**src/source/sd_data_pkg.sv**
```systemverilog
package sd_data_pkg;

// ==========================================================================
// widths and sizes
// ==========================================================================
localparam int blk_cnt_w   = 4;
localparam int tmo_w       = 16;
localparam int byte_w      = 8;
localparam int block_bytes = 4;
localparam int fifo_depth  = 16;
localparam int fifo_lvl_w  = 5;
localparam int fifo_ptr_w  = 4;
localparam int bit_cnt_w   = 3;
localparam int byte_cnt_w  = 2;

// ==========================================================================
// data control FSM, one-hot
// ==========================================================================
localparam logic [5:0] st_reset           = 6'b000001;
localparam logic [5:0] st_idle            = 6'b000010;
localparam logic [5:0] st_setting_outputs = 6'b000100;
localparam logic [5:0] st_check_fifo      = 6'b001000;
localparam logic [5:0] st_transmit        = 6'b010000;
localparam logic [5:0] st_ack             = 6'b100000;

// data line phy states.
localparam logic [2:0] ph_idle    = 3'd0;
localparam logic [2:0] ph_wr_data = 3'd1;
localparam logic [2:0] ph_wr_end  = 3'd2;
localparam logic [2:0] ph_wr_stop = 3'd3;
localparam logic [2:0] ph_rd_wait = 3'd4;
localparam logic [2:0] ph_rd_data = 3'd5;
localparam logic [2:0] ph_rd_end  = 3'd6;
localparam logic [2:0] ph_done    = 3'd7;

endpackage

```
**src/source/sd_dat_ctrl_if.sv**
```systemverilog
`timescale 1ns/100ps

interface sd_dat_ctrl_if
    import sd_data_pkg::*;
();

    logic                 strobe;
    logic                 ack_out;
    logic [blk_cnt_w-1:0] blocks;
    logic [tmo_w-1:0]     timeout_value;
    logic                 timeout_enable;
    logic                 write_read;     // 1 = write to card.
    logic                 multiple;
    logic                 idle;

    logic                 serial_ready;
    logic                 complete;
    logic                 timeout;
    logic                 ack_in;

    modport ctrl (
        output strobe, ack_out, blocks, timeout_value, timeout_enable,
        output write_read, multiple, idle,
        input  serial_ready, complete, timeout, ack_in
    );

    modport phy (
        input  strobe, ack_out, blocks, timeout_value, timeout_enable,
        input  write_read, multiple, idle,
        output serial_ready, complete, timeout, ack_in
    );

endinterface

```
**src/source/sd_fifo_if.sv**
```systemverilog
`timescale 1ns/100ps

interface sd_fifo_if
    import sd_data_pkg::*;
();

    logic              pop;
    logic              push;
    logic [byte_w-1:0] wdata;
    logic [byte_w-1:0] rdata;   // show-ahead head of the fifo.
    logic              empty;
    logic              full;

    modport phy (
        output pop, push, wdata,
        input  rdata, empty, full
    );

    modport fifo (
        input  pop, push, wdata,
        output rdata, empty, full
    );

endinterface

```
**src/source/sd_timeout_timer.sv**
```systemverilog
`timescale 1ns/100ps

module sd_timeout_timer
    import sd_data_pkg::*;
(
    input  logic             CLK,
    input  logic             RESET_L,
    input  logic             load,
    input  logic             run,
    input  logic             enable,
    input  logic [tmo_w-1:0] value,
    output logic             expired
);

logic [tmo_w-1:0] count;
logic             armed;

// stays expired until the next load.
assign expired = armed && (count == '0);

always_ff @(posedge CLK)
begin
    if (!RESET_L)
    begin
        count <= '0;
        armed <= 1'b0;
    end
    else if (load)
    begin
        count <= value;
        armed <= enable;
    end
    else if (run && enable && (count != '0))
    begin
        count <= count - 1'b1;
    end
end

endmodule

```
**src/source/sd_data_ctrl.sv**
```systemverilog
`timescale 1ns/100ps

module sd_data_ctrl
    import sd_data_pkg::*;
(
    input  logic                  CLK,
    input  logic                  RESET_L,
    input  logic                  new_dat,
    input  logic                  write_read,
    input  logic [blk_cnt_w-1:0]  block_count,
    input  logic                  multiple_data,
    input  logic                  timeout_enable,
    input  logic [tmo_w-1:0]      timeout_reg,
    input  logic [fifo_lvl_w-1:0] fifo_level,
    sd_dat_ctrl_if.ctrl           ctrl,
    output logic                  transfer_complete,
    output logic                  timeout_error,
    output logic                  idle
);

logic [5:0] state;
logic [5:0] next_state;
logic       fifo_ok;
logic       timed_out;
logic       ack_done;

// write needs a full block queued, read needs room for one.
assign fifo_ok = ctrl.write_read ?
                 (fifo_level >= fifo_lvl_w'(block_bytes)) :
                 (fifo_lvl_w'(fifo_depth) - fifo_level >= fifo_lvl_w'(block_bytes));

assign ack_done          = (state == st_ack) && ctrl.ack_in;
assign transfer_complete = ack_done && !timed_out;
assign timeout_error     = ack_done && timed_out;
assign ctrl.idle         = idle;

always_comb
begin
    next_state = state;
    case (state)
        st_reset:
            next_state = st_idle;
        st_idle:
            if (new_dat)
                next_state = st_setting_outputs;
        st_setting_outputs:
            if (ctrl.serial_ready)
                next_state = st_check_fifo;
        st_check_fifo:
            if (fifo_ok)
                next_state = st_transmit;
        st_transmit:
            if (ctrl.complete || ctrl.timeout)
                next_state = st_ack;
        st_ack:
            if (ctrl.ack_in)
                next_state = st_idle;
        default:
            next_state = st_reset;
    endcase
end

// outputs follow the state they belong to.
always_ff @(posedge CLK)
begin
    if (!RESET_L)
    begin
        state        <= st_reset;
        idle         <= 1'b0;
        ctrl.strobe  <= 1'b0;
        ctrl.ack_out <= 1'b0;
        timed_out    <= 1'b0;
    end
    else
    begin
        state        <= next_state;
        idle         <= (next_state == st_idle);
        ctrl.strobe  <= (next_state == st_transmit);
        ctrl.ack_out <= (next_state == st_ack);
        if (state == st_transmit)
            timed_out <= ctrl.timeout;
    end
end

// transfer settings, held for the whole transfer.
always_ff @(posedge CLK)
begin
    if (state == st_setting_outputs)
    begin
        ctrl.blocks         <= block_count;
        ctrl.timeout_value  <= timeout_reg;
        ctrl.timeout_enable <= timeout_enable;
        ctrl.write_read     <= write_read;
        ctrl.multiple       <= multiple_data;
    end
end

endmodule

```
**src/source/sd_dat_phy.sv**
```systemverilog
`timescale 1ns/100ps

module sd_dat_phy
    import sd_data_pkg::*;
(
    input  logic       CLK,
    input  logic       RESET_L,
    sd_dat_ctrl_if.phy ctrl,
    sd_fifo_if.phy     fifo,
    input  logic       dat_in,
    output logic       dat_out,
    output logic       dat_oe
);

logic [2:0]            state;
logic [bit_cnt_w-1:0]  bit_cnt;
logic [byte_cnt_w-1:0] byte_cnt;
logic [blk_cnt_w-1:0]  blk_cnt;
logic [byte_w-1:0]     shreg;
logic                  push_q;
logic                  last_bit;
logic                  last_byte;
logic                  last_blk;
logic                  start;
logic                  block_end;
logic                  wr_load;
logic                  tmr_load;
logic                  expired;

assign last_bit  = (bit_cnt == bit_cnt_w'(byte_w - 1));
assign last_byte = (byte_cnt == byte_cnt_w'(block_bytes - 1));
// single block unless multiple is set.
assign last_blk  = !ctrl.multiple || ({1'b0, blk_cnt} + 1'b1 >= {1'b0, ctrl.blocks});
assign start     = (state == ph_idle) && ctrl.strobe;
assign block_end = (state == ph_wr_stop) || (state == ph_rd_end);

// next byte is taken while the last bit of the current one goes out.
assign wr_load  = (start && ctrl.write_read) ||
                  ((state == ph_wr_data) && last_bit && !last_byte) ||
                  ((state == ph_wr_stop) && !last_blk);
assign tmr_load = start || block_end;

assign fifo.pop   = wr_load && !fifo.empty;
assign fifo.push  = push_q && !fifo.full;
assign fifo.wdata = shreg;

sd_timeout_timer sd_timeout_timer_i (
    .CLK     (CLK),
    .RESET_L (RESET_L),
    .load    (tmr_load),
    .run     (state == ph_rd_wait),
    .enable  (ctrl.timeout_enable),
    .value   (ctrl.timeout_value),
    .expired (expired)
);

// shared shift register, msb first in both directions.
always_ff @(posedge CLK)
begin
    if (wr_load)
        shreg <= fifo.rdata;
    else if ((state == ph_wr_data) || (state == ph_rd_data))
        shreg <= {shreg[byte_w-2:0], dat_in};
end

// ==========================================================================
// framing and handshake
// ==========================================================================
always_ff @(posedge CLK)
begin
    if (!RESET_L)
    begin
        state             <= ph_idle;
        bit_cnt           <= '0;
        byte_cnt          <= '0;
        blk_cnt           <= '0;
        push_q            <= 1'b0;
        dat_out           <= 1'b1;
        dat_oe            <= 1'b0;
        ctrl.serial_ready <= 1'b0;
        ctrl.complete     <= 1'b0;
        ctrl.timeout      <= 1'b0;
        ctrl.ack_in       <= 1'b0;
    end
    else
    begin
        push_q            <= 1'b0;
        ctrl.ack_in       <= 1'b0;
        ctrl.serial_ready <= ctrl.idle && (state == ph_idle);
        case (state)
            ph_idle:
                if (ctrl.strobe)
                begin
                    bit_cnt  <= '0;
                    byte_cnt <= '0;
                    blk_cnt  <= '0;
                    if (ctrl.write_read)
                    begin
                        dat_oe  <= 1'b1;
                        dat_out <= 1'b0;
                        state   <= ph_wr_data;
                    end
                    else
                    begin
                        state <= ph_rd_wait;
                    end
                end
            ph_wr_data:
            begin
                dat_out <= shreg[byte_w-1];
                bit_cnt <= bit_cnt + 1'b1;
                if (last_bit)
                begin
                    byte_cnt <= byte_cnt + 1'b1;
                    if (last_byte)
                        state <= ph_wr_end;
                end
            end
            ph_wr_end:
            begin
                dat_out <= 1'b1;
                state   <= ph_wr_stop;
            end
            ph_wr_stop:
            begin
                blk_cnt <= blk_cnt + 1'b1;
                if (last_blk)
                begin
                    dat_oe        <= 1'b0;
                    ctrl.complete <= 1'b1;
                    state         <= ph_done;
                end
                else
                begin
                    // next start bit, no gap.
                    dat_out <= 1'b0;
                    state   <= ph_wr_data;
                end
            end
            ph_rd_wait:
                if (!dat_in)
                begin
                    state <= ph_rd_data;
                end
                else if (expired)
                begin
                    ctrl.timeout <= 1'b1;
                    state        <= ph_done;
                end
            ph_rd_data:
            begin
                bit_cnt <= bit_cnt + 1'b1;
                if (last_bit)
                begin
                    push_q   <= 1'b1;
                    byte_cnt <= byte_cnt + 1'b1;
                    if (last_byte)
                        state <= ph_rd_end;
                end
            end
            ph_rd_end:
            begin
                // end bit slot, value not checked.
                blk_cnt <= blk_cnt + 1'b1;
                if (last_blk)
                begin
                    ctrl.complete <= 1'b1;
                    state         <= ph_done;
                end
                else
                begin
                    state <= ph_rd_wait;
                end
            end
            ph_done:
                if (ctrl.ack_out)
                begin
                    ctrl.complete <= 1'b0;
                    ctrl.timeout  <= 1'b0;
                    ctrl.ack_in   <= 1'b1;
                    state         <= ph_idle;
                end
            default:
                state <= ph_idle;
        endcase
    end
end

endmodule

```
**src/source/sd_data_fifo.sv**
```systemverilog
`timescale 1ns/100ps

module sd_data_fifo
    import sd_data_pkg::*;
(
    input  logic                  CLK,
    input  logic                  RESET_L,
    input  logic                  host_push,
    input  logic [byte_w-1:0]     host_wdata,
    input  logic                  host_pop,
    output logic [byte_w-1:0]     host_rdata,
    output logic [fifo_lvl_w-1:0] level,
    sd_fifo_if.fifo               fifo
);

logic [byte_w-1:0]     mem [fifo_depth];
logic [fifo_ptr_w-1:0] wr_ptr;
logic [fifo_ptr_w-1:0] rd_ptr;
logic                  do_push;
logic                  do_pop;

assign fifo.empty = (level == '0);
assign fifo.full  = (level == fifo_lvl_w'(fifo_depth));

// only one side is active per transfer direction.
assign do_push = (host_push || fifo.push) && !fifo.full;
assign do_pop  = (host_pop || fifo.pop) && !fifo.empty;

assign fifo.rdata = mem[rd_ptr];
assign host_rdata = mem[rd_ptr];

always_ff @(posedge CLK)
begin
    if (do_push)
        mem[wr_ptr] <= fifo.push ? fifo.wdata : host_wdata;
end

always_ff @(posedge CLK)
begin
    if (!RESET_L)
    begin
        wr_ptr <= '0;
        rd_ptr <= '0;
        level  <= '0;
    end
    else
    begin
        if (do_push)
            wr_ptr <= wr_ptr + 1'b1;
        if (do_pop)
            rd_ptr <= rd_ptr + 1'b1;
        if (do_push && !do_pop)
            level <= level + 1'b1;
        else if (do_pop && !do_push)
            level <= level - 1'b1;
    end
end

endmodule

```
**src/source/sd_data_top.sv**
```systemverilog
`timescale 1ns/100ps

module sd_data_top
    import sd_data_pkg::*;
(
    input  logic                  CLK,
    input  logic                  RESET_L,
    input  logic                  new_dat,
    input  logic                  write_read,
    input  logic [blk_cnt_w-1:0]  block_count,
    input  logic                  multiple_data,
    input  logic                  timeout_enable,
    input  logic [tmo_w-1:0]      timeout_reg,
    input  logic                  host_push,
    input  logic [byte_w-1:0]     host_wdata,
    input  logic                  host_pop,
    input  logic                  dat_in,
    output logic [byte_w-1:0]     host_rdata,
    output logic [fifo_lvl_w-1:0] fifo_level,
    output logic                  dat_out,
    output logic                  dat_oe,
    output logic                  transfer_complete,
    output logic                  timeout_error,
    output logic                  idle
);

sd_dat_ctrl_if ctrl_if ();
sd_fifo_if     fifo_if ();

sd_data_ctrl sd_data_ctrl_i (
    .CLK               (CLK),
    .RESET_L           (RESET_L),
    .new_dat           (new_dat),
    .write_read        (write_read),
    .block_count       (block_count),
    .multiple_data     (multiple_data),
    .timeout_enable    (timeout_enable),
    .timeout_reg       (timeout_reg),
    .fifo_level        (fifo_level),
    .ctrl              (ctrl_if.ctrl),
    .transfer_complete (transfer_complete),
    .timeout_error     (timeout_error),
    .idle              (idle)
);

sd_dat_phy sd_dat_phy_i (
    .CLK     (CLK),
    .RESET_L (RESET_L),
    .ctrl    (ctrl_if.phy),
    .fifo    (fifo_if.phy),
    .dat_in  (dat_in),
    .dat_out (dat_out),
    .dat_oe  (dat_oe)
);

sd_data_fifo sd_data_fifo_i (
    .CLK        (CLK),
    .RESET_L    (RESET_L),
    .host_push  (host_push),
    .host_wdata (host_wdata),
    .host_pop   (host_pop),
    .host_rdata (host_rdata),
    .level      (fifo_level),
    .fifo       (fifo_if.fifo)
);

endmodule

```
**config.mk**
```make
export PLATFORM = sky130hd
export DESIGN_NAME = sd_data_top
export DESIGN_NICKNAME = d
export VERILOG_FILES = /design/src/source/sd_data_pkg.sv /design/src/source/sd_dat_ctrl_if.sv /design/src/source/sd_fifo_if.sv /design/src/source/sd_timeout_timer.sv /design/src/source/sd_data_ctrl.sv /design/src/source/sd_dat_phy.sv /design/src/source/sd_data_fifo.sv /design/src/source/sd_data_top.sv
export SDC_FILE = /design/constraint.sdc
export NUM_CORES = 1
export LEC_CHECK = 0
export ABC_AREA = 0
export BUFFER_PORTS_ARGS = -buffer_cell sky130_fd_sc_hd__buf_4
export CAP_MARGIN = 20
export CORE_ASPECT_RATIO = 0.7
export CORE_MARGIN = 2
export CORE_UTILIZATION = 55
export CTS_CLUSTER_SIZE = 40
export DETAILED_ROUTE_END_ITERATION = 7
export HOLD_SLACK_MARGIN = 0.06
export PLACE_DENSITY = 0.79
export SETUP_SLACK_MARGIN = 0.2
export SLEW_MARGIN = 10
export SYNTH_ARGS = -nofsm -noshare
export SYNTH_HDL_FRONTEND = slang
export SYNTH_SLANG_ARGS = --single-unit
```
**constraint.sdc**
```tcl
create_clock -name CLK -period 4.27 [get_ports CLK]
set_input_delay 0.427 -clock CLK [delete_from_list [all_inputs] [get_ports CLK]]
set_output_delay 0.427 -clock CLK [all_outputs]
set_load 0.01 [all_outputs]
```
-- Yosys cells after proc, flatten, opt, wreduce, memory -nomap -nowiden
Memory sizes are Yosys's and may differ from the RTL's. A register that Yosys moved wholly into a read port is not among the register bits.
Index checks and enable logic that the tools add are counted.
- memories kept: 1
- output and inout port bits: 18
- logic and storage cells: 187
- flip-flop bits (word level): 90
- bits of input ports: 37
- memory bits (writable): 128
- muxes and demuxes: 53
- equal/unequal tests: 33
- reductions and logical operators: 60
- $add $sub $neg: 10
- magnitude comparators: 3
- memory list (memory ; words ; width ; rd ports ; clocked after memory_dff ; wr ports ; RTL line ; source):
    sd_data_fifo_i.mem ; 16 ; 8 ; 1 ; 1 ; 1 ; sd_data_fifo.sv:16 ; logic [byte_w-1:0] mem [fifo_depth];
- operators by type and width (operator ; number):
    $pmux W6 S6 ; 1
    $mux W3 ; 11
    $mux W16 ; 2
    $mux W6 ; 5
    $mux W8 ; 3
    $pmux W3 S8 ; 1
    $logic_and A1 B1 Y1 ; 18
    $logic_not A16 Y1 ; 1
    $ne A2 B1 Y1 const B ; 8
    $reduce_bool A16 Y1 ; 1
    $reduce_bool A2 Y1 ; 8
    $sub A16 B1 Y16 const B ; 1
    $eq A3 B3 Y1 const B ; 5
    $mux W1 ; 15
    $add A4 B1 Y4 const B ; 3
    $eq A6 B2 Y1 const B ; 2
    $eq A6 B5 Y1 const B ; 2
    $eq A6 B6 Y1 const B ; 2
    $mux W4 ; 3
    $reduce_and A4 Y1 ; 3
    $ge A5 B3 Y1 const B ; 2
    $mux W5 ; 2
    $ne A2 B2 Y1 const B ; 5
    $logic_or A1 B1 Y1 ; 9
    other kinds (29) ; 46

-- Depth between registers and ports, before layout
Gate-level depths: netlist of run 1.
- word-level depth: 12
- mapped depth: 17
- gate-level depth less buffers: 17

-- By module
From an unflattened synthesis of run 1, not the netlist that was laid out.
- cells, all modules: 688
- area total of the unflattened synthesis: 9686.8 sq um
- by module, submodules not included (module ; cells an instance ; area each (sq um) ; sequential area each (sq um) ; instances):
    sd_data_fifo ; 321 ; 5928.2 ; 4184.0 ; 1
    sd_dat_phy ; 151 ; 1421.4 ; 620.6 ; 1
    sd_data_ctrl ; 94 ; 1290.0 ; 890.9 ; 1
    sd_timeout_timer ; 122 ; 1047.3 ; 340.3 ; 1

-- Least setup slack after synthesis of run 1
OpenSTA, ideal clock, no wires.
- path kind: register to register
- from: reg sd_dat_phy_i.blk_cnt[0]
- to: reg sd_data_fifo_i.level[4]
- path buffers: 0
- library setup time: 70 ps
- cell stages (with the launch flop): 17
- required time: 4200 ps
- clock period less this slack: 3518 ps
- slack: 752 ps
- arrival time: 3448 ps
- path through: dfxtp_1 ha_1 xor2_1 ha_1 o21ai_0 inv_1 a2111oi_0 o31a_2 inv_1 ha_1 inv_1 ha_1 a21o_1 a21oi_1 xnor2_1 or3_1 a21oi_1
- longest elaborated chain between the ends: 12
- elaborated cells between the ends (all ways): 14
- classes of those cells: add/sub (1); order compare (1); mux (1); reduce/logical (11)
- ends and longest elaborated chain (element ; RTL line ; source):
    from (decl) ; sd_dat_phy.sv:18 ; logic [blk_cnt_w-1:0] blk_cnt;
    from (signal assigned) ; sd_dat_phy.sv:126 ; blk_cnt <= blk_cnt + 1'b1;
    from (signal assigned) ; sd_dat_phy.sv:164 ; blk_cnt <= blk_cnt + 1'b1;
    $add A4 B1 Y5 * ; sd_dat_phy.sv:33 ; assign last_blk = !ctrl.multiple || ({1'b0, blk_cnt} + 1'b1 >= {1'b0, ctrl.blocks});
    $ge A5 B4 Y1 * ; sd_dat_phy.sv:33 ;
    $logic_or A1 B1 Y1 * ; sd_dat_phy.sv:33 ;
    $logic_not A1 Y1 * ; sd_dat_phy.sv:40 ; ((state == ph_wr_stop) && !last_blk);
    $logic_and A1 B1 Y1 * ; sd_dat_phy.sv:40 ;
    $logic_or A1 B1 Y1 * ; sd_dat_phy.sv:39 ; ((state == ph_wr_data) && last_bit && !last_byte) ||
    $logic_and A1 B1 Y1 * ; sd_dat_phy.sv:43 ; assign fifo.pop = wr_load && !fifo.empty;
    $logic_or A1 B1 Y1 * ; sd_data_fifo.sv:27 ; assign do_pop = (host_pop || fifo.pop) && !fifo.empty;
    $logic_and A1 B1 Y1 * ; sd_data_fifo.sv:27 ;
    $logic_not A1 Y1 ; sd_data_fifo.sv:52 ; if (do_push && !do_pop)
    $logic_and A1 B1 Y1 ; sd_data_fifo.sv:52 ;
    $mux W5 or $reduce_bool A2 Y1 (tied branches) ; - ;
    to (signal assigned) ; sd_data_fifo.sv:53 ; level <= level + 1'b1;
    to (signal assigned) ; sd_data_fifo.sv:55 ; level <= level - 1'b1;
    to (decl) ; sd_data_fifo.sv:12 ; output logic [fifo_lvl_w-1:0] level,
Mark *: on every way between the ends. The rest lies on a longest branch, timed or not.
A chain may end at the register's enable or synchronous reset.

-- Worst setup path after layout of run 1
Ends and elaborated chain as after synthesis.

==> flow_metrics.env, run 1 <==
export IMPL_cts_sinks=222
export IMPL_cts_hold_buf=0
export IMPL_endpoint_kind="register"
export IMPL_synthCells=675
export IMPL_synthArstFlopShare_pct=0
export IMPL_grt_pass1_vias=5807
export IMPL_layout_setup_ws_ps=446
export IMPL_die_height_um=113
export IMPL_grt_pass1_wl_mm=30.8
export IMPL_syn2layout_area_growth_pct=14.8
export IMPL_via_per_inst=6.07
export IMPL_start_kind="register"
export IMPL_swShare_pct=29.1
export IMPL_seq_power_share_pct=44.7
export IMPL_reg_top3="sd_data_fifo_i.mem x128, sd_dat_phy_i.sd_timeout_timer_i.count x16, sd_data_ctrl_i.ctrl.timeout_value x16"
export IMPL_synth_edf_count=159
export IMPL_cp_slowest_cell="dfxtp_1"
export IMPL_regMostFlops="sd_data_fifo_i.mem"
export IMPL_maxCapViolCount=0
export IMPL_status="complete, no violations"
export IMPL_antenna_found_initial=0
export IMPL_critical_path_required_ps=4690
export IMPL_worst_setup_path_type="reg -> reg"
export IMPL_design_area_sq_um=10700
export IMPL_pre_cts_ws_ps=319
export IMPL_clockRootBuffer="clkbuf_16"
export IMPL_hp_class="in -> reg"
export IMPL_internal_power_mw=4.19
export IMPL_drv_slew=0
export IMPL_fin_crit_ps=3820
export IMPL_synth_avg_cell_area_sq_um=13.8
export IMPL_grt_ovfl_total=0
export IMPL_slew_headroom_pct=32.5
export IMPL_fill_cells=1141
export IMPL_r2r_slack_ps=450
export IMPL_detailroute_via_count=5905
export IMPL_irDropWorstVdd_uv=299
export IMPL_synth_distinct_cells=57
export IMPL_p_leak_nw=3.72
export IMPL_crit_path_max_fanout=6
export IMPL_clockBufferDepth=3
export IMPL_yosys_register_bits=222
export IMPL_hold_violations=0
export IMPL_synth_net_count=733
export IMPL_port_buffers=54
export IMPL_clock_power_share_pct=31.3
export IMPL_final_common_cell="edfxtp_1"
export IMPL_path_clk_slew_ps=60
export IMPL_yosysSeqAreaShare_pct=64.7
export IMPL_tightest_slew_ps=1010
export IMPL_antenna_left=0
export IMPL_skew_ps=21.4
export IMPL_path_cells="ha_2 -> xor2_1 -> ha_1 -> o21ai_0 -> inv_1 -> a2111oi_4 -> buf_4 -> o31a_2 -> inv_1 -> ha_1 -> inv_1 -> ha_1 -> a21o_1 -> a21oi_1 -> xnor2_1 -> or3_1 -> a21oi_1"
export IMPL_finalCritPeriodShare_pct=89.5
export IMPL_core_rowCount=39
export IMPL_wl_mm=19.7
export IMPL_rsz0062_at_grt="no"
export IMPL_drtPass1Iterations=5
export IMPL_max_freq_ghz=0.262
export IMPL_largest_reg_flops=128
export IMPL_core_sq_um=16400
export IMPL_synth_ff_type="edfxtp_1"
export IMPL_finalNetCount=790
export IMPL_layout_common_cells="edfxtp_1, nor2_1, buf_4, dfxtp_1, a21oi_1"
export IMPL_start_util_pct=56.8
export IMPL_dieArea_sq_um=18000
export IMPL_syn_area_sq_um=9330
export IMPL_p_total_mw=5.91
export IMPL_grt_start_max_net_pins=38
export IMPL_clk_insertion_delay_late_ps=510
export IMPL_p_per_area_nw_per_um2=551
export IMPL_yosysWarnings=0
export IMPL_wire_per_inst_um=20.2
export IMPL_place_area_sq_um=9970
export IMPL_post_route_util_pct=65.1
export IMPL_ios=55
export IMPL_cts_tree="yes"
export IMPL_p_switching_mw=1.72
export IMPL_drcViolationCount=0
export IMPL_htreeDepth=1
export IMPL_n_antenna_cell=0
export IMPL_die_w_um=160
export IMPL_dpl_hpwl_mm=13.3
export IMPL_cts_made_buffers=22
export IMPL_tns_ps=0
export IMPL_setup_viol=0
export IMPL_postCtsSetupBuffers=0
export IMPL_drive_gt1_share_pct=21.0
export IMPL_first_iter_violations=707
export IMPL_slowest_delay_ps=400
export IMPL_cp_arrival_ps=4250
export IMPL_grt_util_all_layers_pct=21.9
export IMPL_gp_congestion=0.921
export IMPL_p_comb_share_pct=24.0
[stage by stage]
stage	hold slack (ps)	instances
after floorplan	449	675
after global placement	458	932
after detailed placement	473	932
after CTS	87.4	972
after global routing	89.2	973
final	97.1	973
[power by group through the flow]
stage / registers, mW / logic [mW] / clock network [mW]
floorplan: 2.58 / 1.01 / 0
global placement: 2.67 / 1.31 / 0
detailed placement: 2.69 / 1.37 / 0
CTS: 2.64 / 1.39 / 1.87
global route: 2.67 / 1.53 / 1.95
finish: 2.64 / 1.42 / 1.85
[repair_timing]
| item | in CTS | in global routing |
|---|---|---|
| gates resized for setup | 0 | 4 |
| hold endpoints to repair | 0 | 0 |
| setup endpoints to repair | 0 | 2 |
[critical path, delay by kind of cell, from the launching register on]
| kind | cells | cell delay, ps |
|---|---|---|
| compound gates | 6 | 1290 |
| xor+xnor | 2 | 260 |
| fa+ha+maj | 4 | 1000 |
| flops | 1 | 400 |
| simple gates | 1 | 310 |
| buf+inv | 4 | 490 |
[final timing paths]
kind                            startpoint  cells past startpoint                        endpoint
setup reg to reg   sd_dat_phy_i.blk_cnt[0]                     17         sd_data_fifo_i.level[4]
hold reg to reg   sd_data_fifo_i.rd_ptr[3]                      2        sd_data_fifo_i.rd_ptr[3]
setup / recovery   sd_dat_phy_i.blk_cnt[0]                     17         sd_data_fifo_i.level[4]
hold / removal                  write_read                      1  sd_data_ctrl_i.ctrl.write_read
[synthesized netlist by cell type, drive strengths merged, types with 8 or more instances]
cell type  count  area share (%)
nor3          15            0.93
buf           11            0.55
clkbuf        20            0.80
a22oi         18             1.4
inv           19            0.76
nor4           8            0.54
dfxtp         63              14
xnor2         12             1.1
mux2          16             1.9
nand3         15            0.86
nor2b          9            0.60
a21oi         39             2.1
nor2          65             2.6
nand2         37             1.5
o21ai         29             1.6
edfxtp       159              51
ha            20             2.7
mux4          32             7.7
xor2          11             1.0
[final cells by class]
cell class	instances	area (sq um)	area share, %
sequential	222	6040	56.4
clock buffer	32	629	5.88
multi-input combinational	403	3130	29.2
timing repair buffer	64	500	4.67
clock inverter	8	65.1	0.607
tap	225	282	2.63
inverter	19	71.3	0.666
[layer usage]
layer | vias to the layer above | track usage, % | part of all wire (%)
met5 | - | 0 | 0
met4 | 0 | 5.58 | 1.8
met3 | 35 | 4.55 | 9.5
met2 | 287 | 33.9 | 45
met1 | 2901 | 32.2 | 44
li1 | 2682 | - | -
[cells by family after synthesis]
family | share of synthesized area, %
flops | 64.7
simple gates | 10.2
compound gates | 7.51
mux | 10.4
buf+inv | 2.12
xor+xnor | 2.16
fa+ha+maj | 2.90
Note: power is estimated with default switching activity, not from simulation.
==> run 2, diff against run 1 <==
Settings changed: CTS_CLUSTER_SIZE 40 to unset, PLACE_DENSITY 0.79 to 0.73, SKIP_LAST_GASP set to 1.
==> run 2 against run 1 <==
Via count is 0.44% lower. Non-clock buffer count is 2 lower. Clock-buffer cell count is 7 lower. Clock skew is 6.8 ps lower. Hold slack better by 4.5 ps. Sequential power hardly changed. Wire length is 1.0% higher. Power is 1.4% higher. Largest power group unchanged.
==> flow_metrics.env, run 2 (synthesis results as in run 1) <==
export IMPL_status="complete, no violations"
export IMPL_clk_insertion_delay_late_ps=500
export IMPL_dpl_cell_count=931
export IMPL_crit_path_max_fanout=6
export IMPL_clock_power_share_pct=32.9
export IMPL_route_met2_wl_mm=8.72
export IMPL_path_clk_slew_ps=60
export IMPL_min_delay_path_depth=1
export IMPL_cts_tree="yes"
export IMPL_die_height_um=113
export IMPL_syn2layout_area_growth_pct=14.9
export IMPL_tns_ps=0
export IMPL_setup_viol=0
export IMPL_reg_top3="sd_data_fifo_i.mem x128, sd_dat_phy_i.sd_timeout_timer_i.count x16, sd_data_ctrl_i.ctrl.timeout_value x16"
export IMPL_pre_cts_ws_ps=291
export IMPL_drive_gt1_share_pct=21.5
export IMPL_grt_pass1_vias=5918
export IMPL_cts_made_buffers=22
export IMPL_m1WireLength_mm=9.21
export IMPL_clockBufferDepth=3
export IMPL_start_kind="register"
export IMPL_layout_setup_ws_ps=503
export IMPL_core_sq_um=16400
export IMPL_clockRootBuffer="clkbuf_16"
export IMPL_antenna_found_initial=0
export IMPL_worst_setup_path_type="reg -> reg"
export IMPL_dieArea_sq_um=18000
export IMPL_wl_mm=19.9
export IMPL_die_w_um=160
export IMPL_gp_congestion=0.857
export IMPL_via_per_inst=6.06
export IMPL_p_per_area_nw_per_um2=558
export IMPL_min_delay_start="timeout_reg[1]"
export IMPL_seq_power_share_pct=43.9
export IMPL_largest_reg_flops=128
export IMPL_rsz0062_at_grt="no"
export IMPL_hp_class="in -> reg"
export IMPL_antenna_left=0
export IMPL_p_total_mw=5.99
export IMPL_skew_ps=14.6
export IMPL_worstHoldEndpoint="sd_data_ctrl_i.ctrl.timeout_value[1]"
export IMPL_p_comb_share_pct=23.2
export IMPL_slew_headroom_pct=29.8
export IMPL_drcViolationCount=0
export IMPL_layout_common_cells="edfxtp_1, nor2_1, buf_4, dfxtp_1, a21oi_1"
export IMPL_cts_hold_buf=0
export IMPL_wire_per_inst_um=20.5
export IMPL_grt_pass1_wl_mm=31.9
export IMPL_highest_layer="met4"
export IMPL_maxCapViolCount=0
export IMPL_regMostFlops="sd_data_fifo_i.mem"
export IMPL_swShare_pct=28.9
export IMPL_regToRegStartpoint="sd_dat_phy_i.blk_cnt[1]"
export IMPL_post_route_util_pct=65.2
export IMPL_detailroute_via_count=5879
export IMPL_first_iter_violations=771
export IMPL_worstRegToRegCells=17
export IMPL_irDropWorstVdd_uv=274
export IMPL_grt_util_all_layers_pct=22.6
export IMPL_met3_length_mm=1.66
export IMPL_grt_ovfl_total=0
export IMPL_p_switching_mw=1.73
export IMPL_n_antenna_cell=0
export IMPL_grt_start_max_net_pins=38
export IMPL_critPathLaunch="sd_dat_phy_i.blk_cnt[1]"
export IMPL_cts_sinks=222
export IMPL_port_buffers=54
export IMPL_p_leak_nw=3.72
export IMPL_r2r_end="sd_data_fifo_i.level[4]"
export IMPL_ios=55
export IMPL_internal_power_mw=4.26
export IMPL_hold_violations=0
export IMPL_htreeDepth=1
export IMPL_endpoint_kind="register"
export IMPL_finalNetCount=788
export IMPL_drtPass1Iterations=5
export IMPL_postCtsSetupBuffers=0
export IMPL_final_common_cell="edfxtp_1"
export IMPL_cp_arrival_ps=4180
export IMPL_drv_slew=0
export IMPL_dpl_hpwl_mm=13.2
export IMPL_core_rowCount=39
export IMPL_finalCritPeriodShare_pct=88.2
export IMPL_tightest_slew_ps=1050
export IMPL_fin_crit_ps=3770
export IMPL_max_freq_ghz=0.265
export IMPL_start_util_pct=56.8
export IMPL_fin_cells=970
export IMPL_r2r_slack_ps=500
export IMPL_critical_path_required_ps=4680
[run 2: cell types whose count changed in the layout (fill, tap and decap cells not counted), sizes merged]
| cell | before | now |
|---|---|---|
| clkbuf | 32 | 25 |
| clkinvlp | 1 | 3 |
| inv | 19 | 21 |
| buf | 64 | 62 |
| bufinv | 1 | 3 |
[run 2: final cells by class]
type / instances / area [sq um]
well taps: 225 / 282
flip-flops and latches: 222 / 6040
inverters: 19 / 71.3
clock buffers: 25 / 583
repair buffers: 62 / 465
fillers: 1167 / 5720
clock inverters: 14 / 160
multi-input cells: 403 / 3130
[run 2: worst max-delay path by stage]
stage | endpoint | slack, ps | depth (start not counted)
floorplan | sd_data_fifo_i.level[4] | 750 | 16
global placement | sd_data_fifo_i.level[4] | 360 | 17
detailed placement | sd_data_fifo_i.level[4] | 290 | 17
CTS | sd_data_fifo_i.level[4] | 250 | 17
global route | sd_data_fifo_i.level[4] | 240 | 17
finish | sd_data_fifo_i.level[4] | 500 | 17
[run 2: metrics by stage]
stage | cell area [sq um] | hold slack (ps)
6_report | 10700 | 102
5_1_grt | 10700 | 83.5
4_1_cts | 10700 | 82.8
3_5_place_dp | 9960 | 467
3_3_place_gp | 9960 | 457
2_1_floorplan | 9330 | 449
[run 2: repair_timing]
item                                    CTS  global route
gates resized for setup                   0             5
endpoints found under the setup margin    0             2
hold endpoints to repair                  0             0
[run 2: layer usage]
metal,GRT usage [%],up-vias
met3,4.91,25
met2,33.8,248
met5,0,-
met4,4.67,0
met1,34.7,2919
li1,-,2687
[run 2: power groups by stage]
stage	combinational (mW)	clock, mW	sequential [mW]
2_1_floorplan	1.01	0	2.58
3_3_place_gp	1.32	0	2.66
3_5_place_dp	1.37	0	2.68
4_1_cts	1.38	2.00	2.63
5_1_grt	1.52	2.08	2.65
6_report	1.39	1.97	2.63
[run 2: worst max-delay path, cell delays in order, from the launching register on]
cell,delay (ps)
dfxtp_1,360
ha_2,230
xor2_1,180
ha_1,250
o21ai_0,170
inv_1,110
a2111oi_4,380
buf_4,180
o31a_2,210
inv_1,60
ha_1,210
inv_1,140
ha_1,290
a21o_1,200
a21oi_1,180
xnor2_1,90
or3_1,300
a21oi_1,140
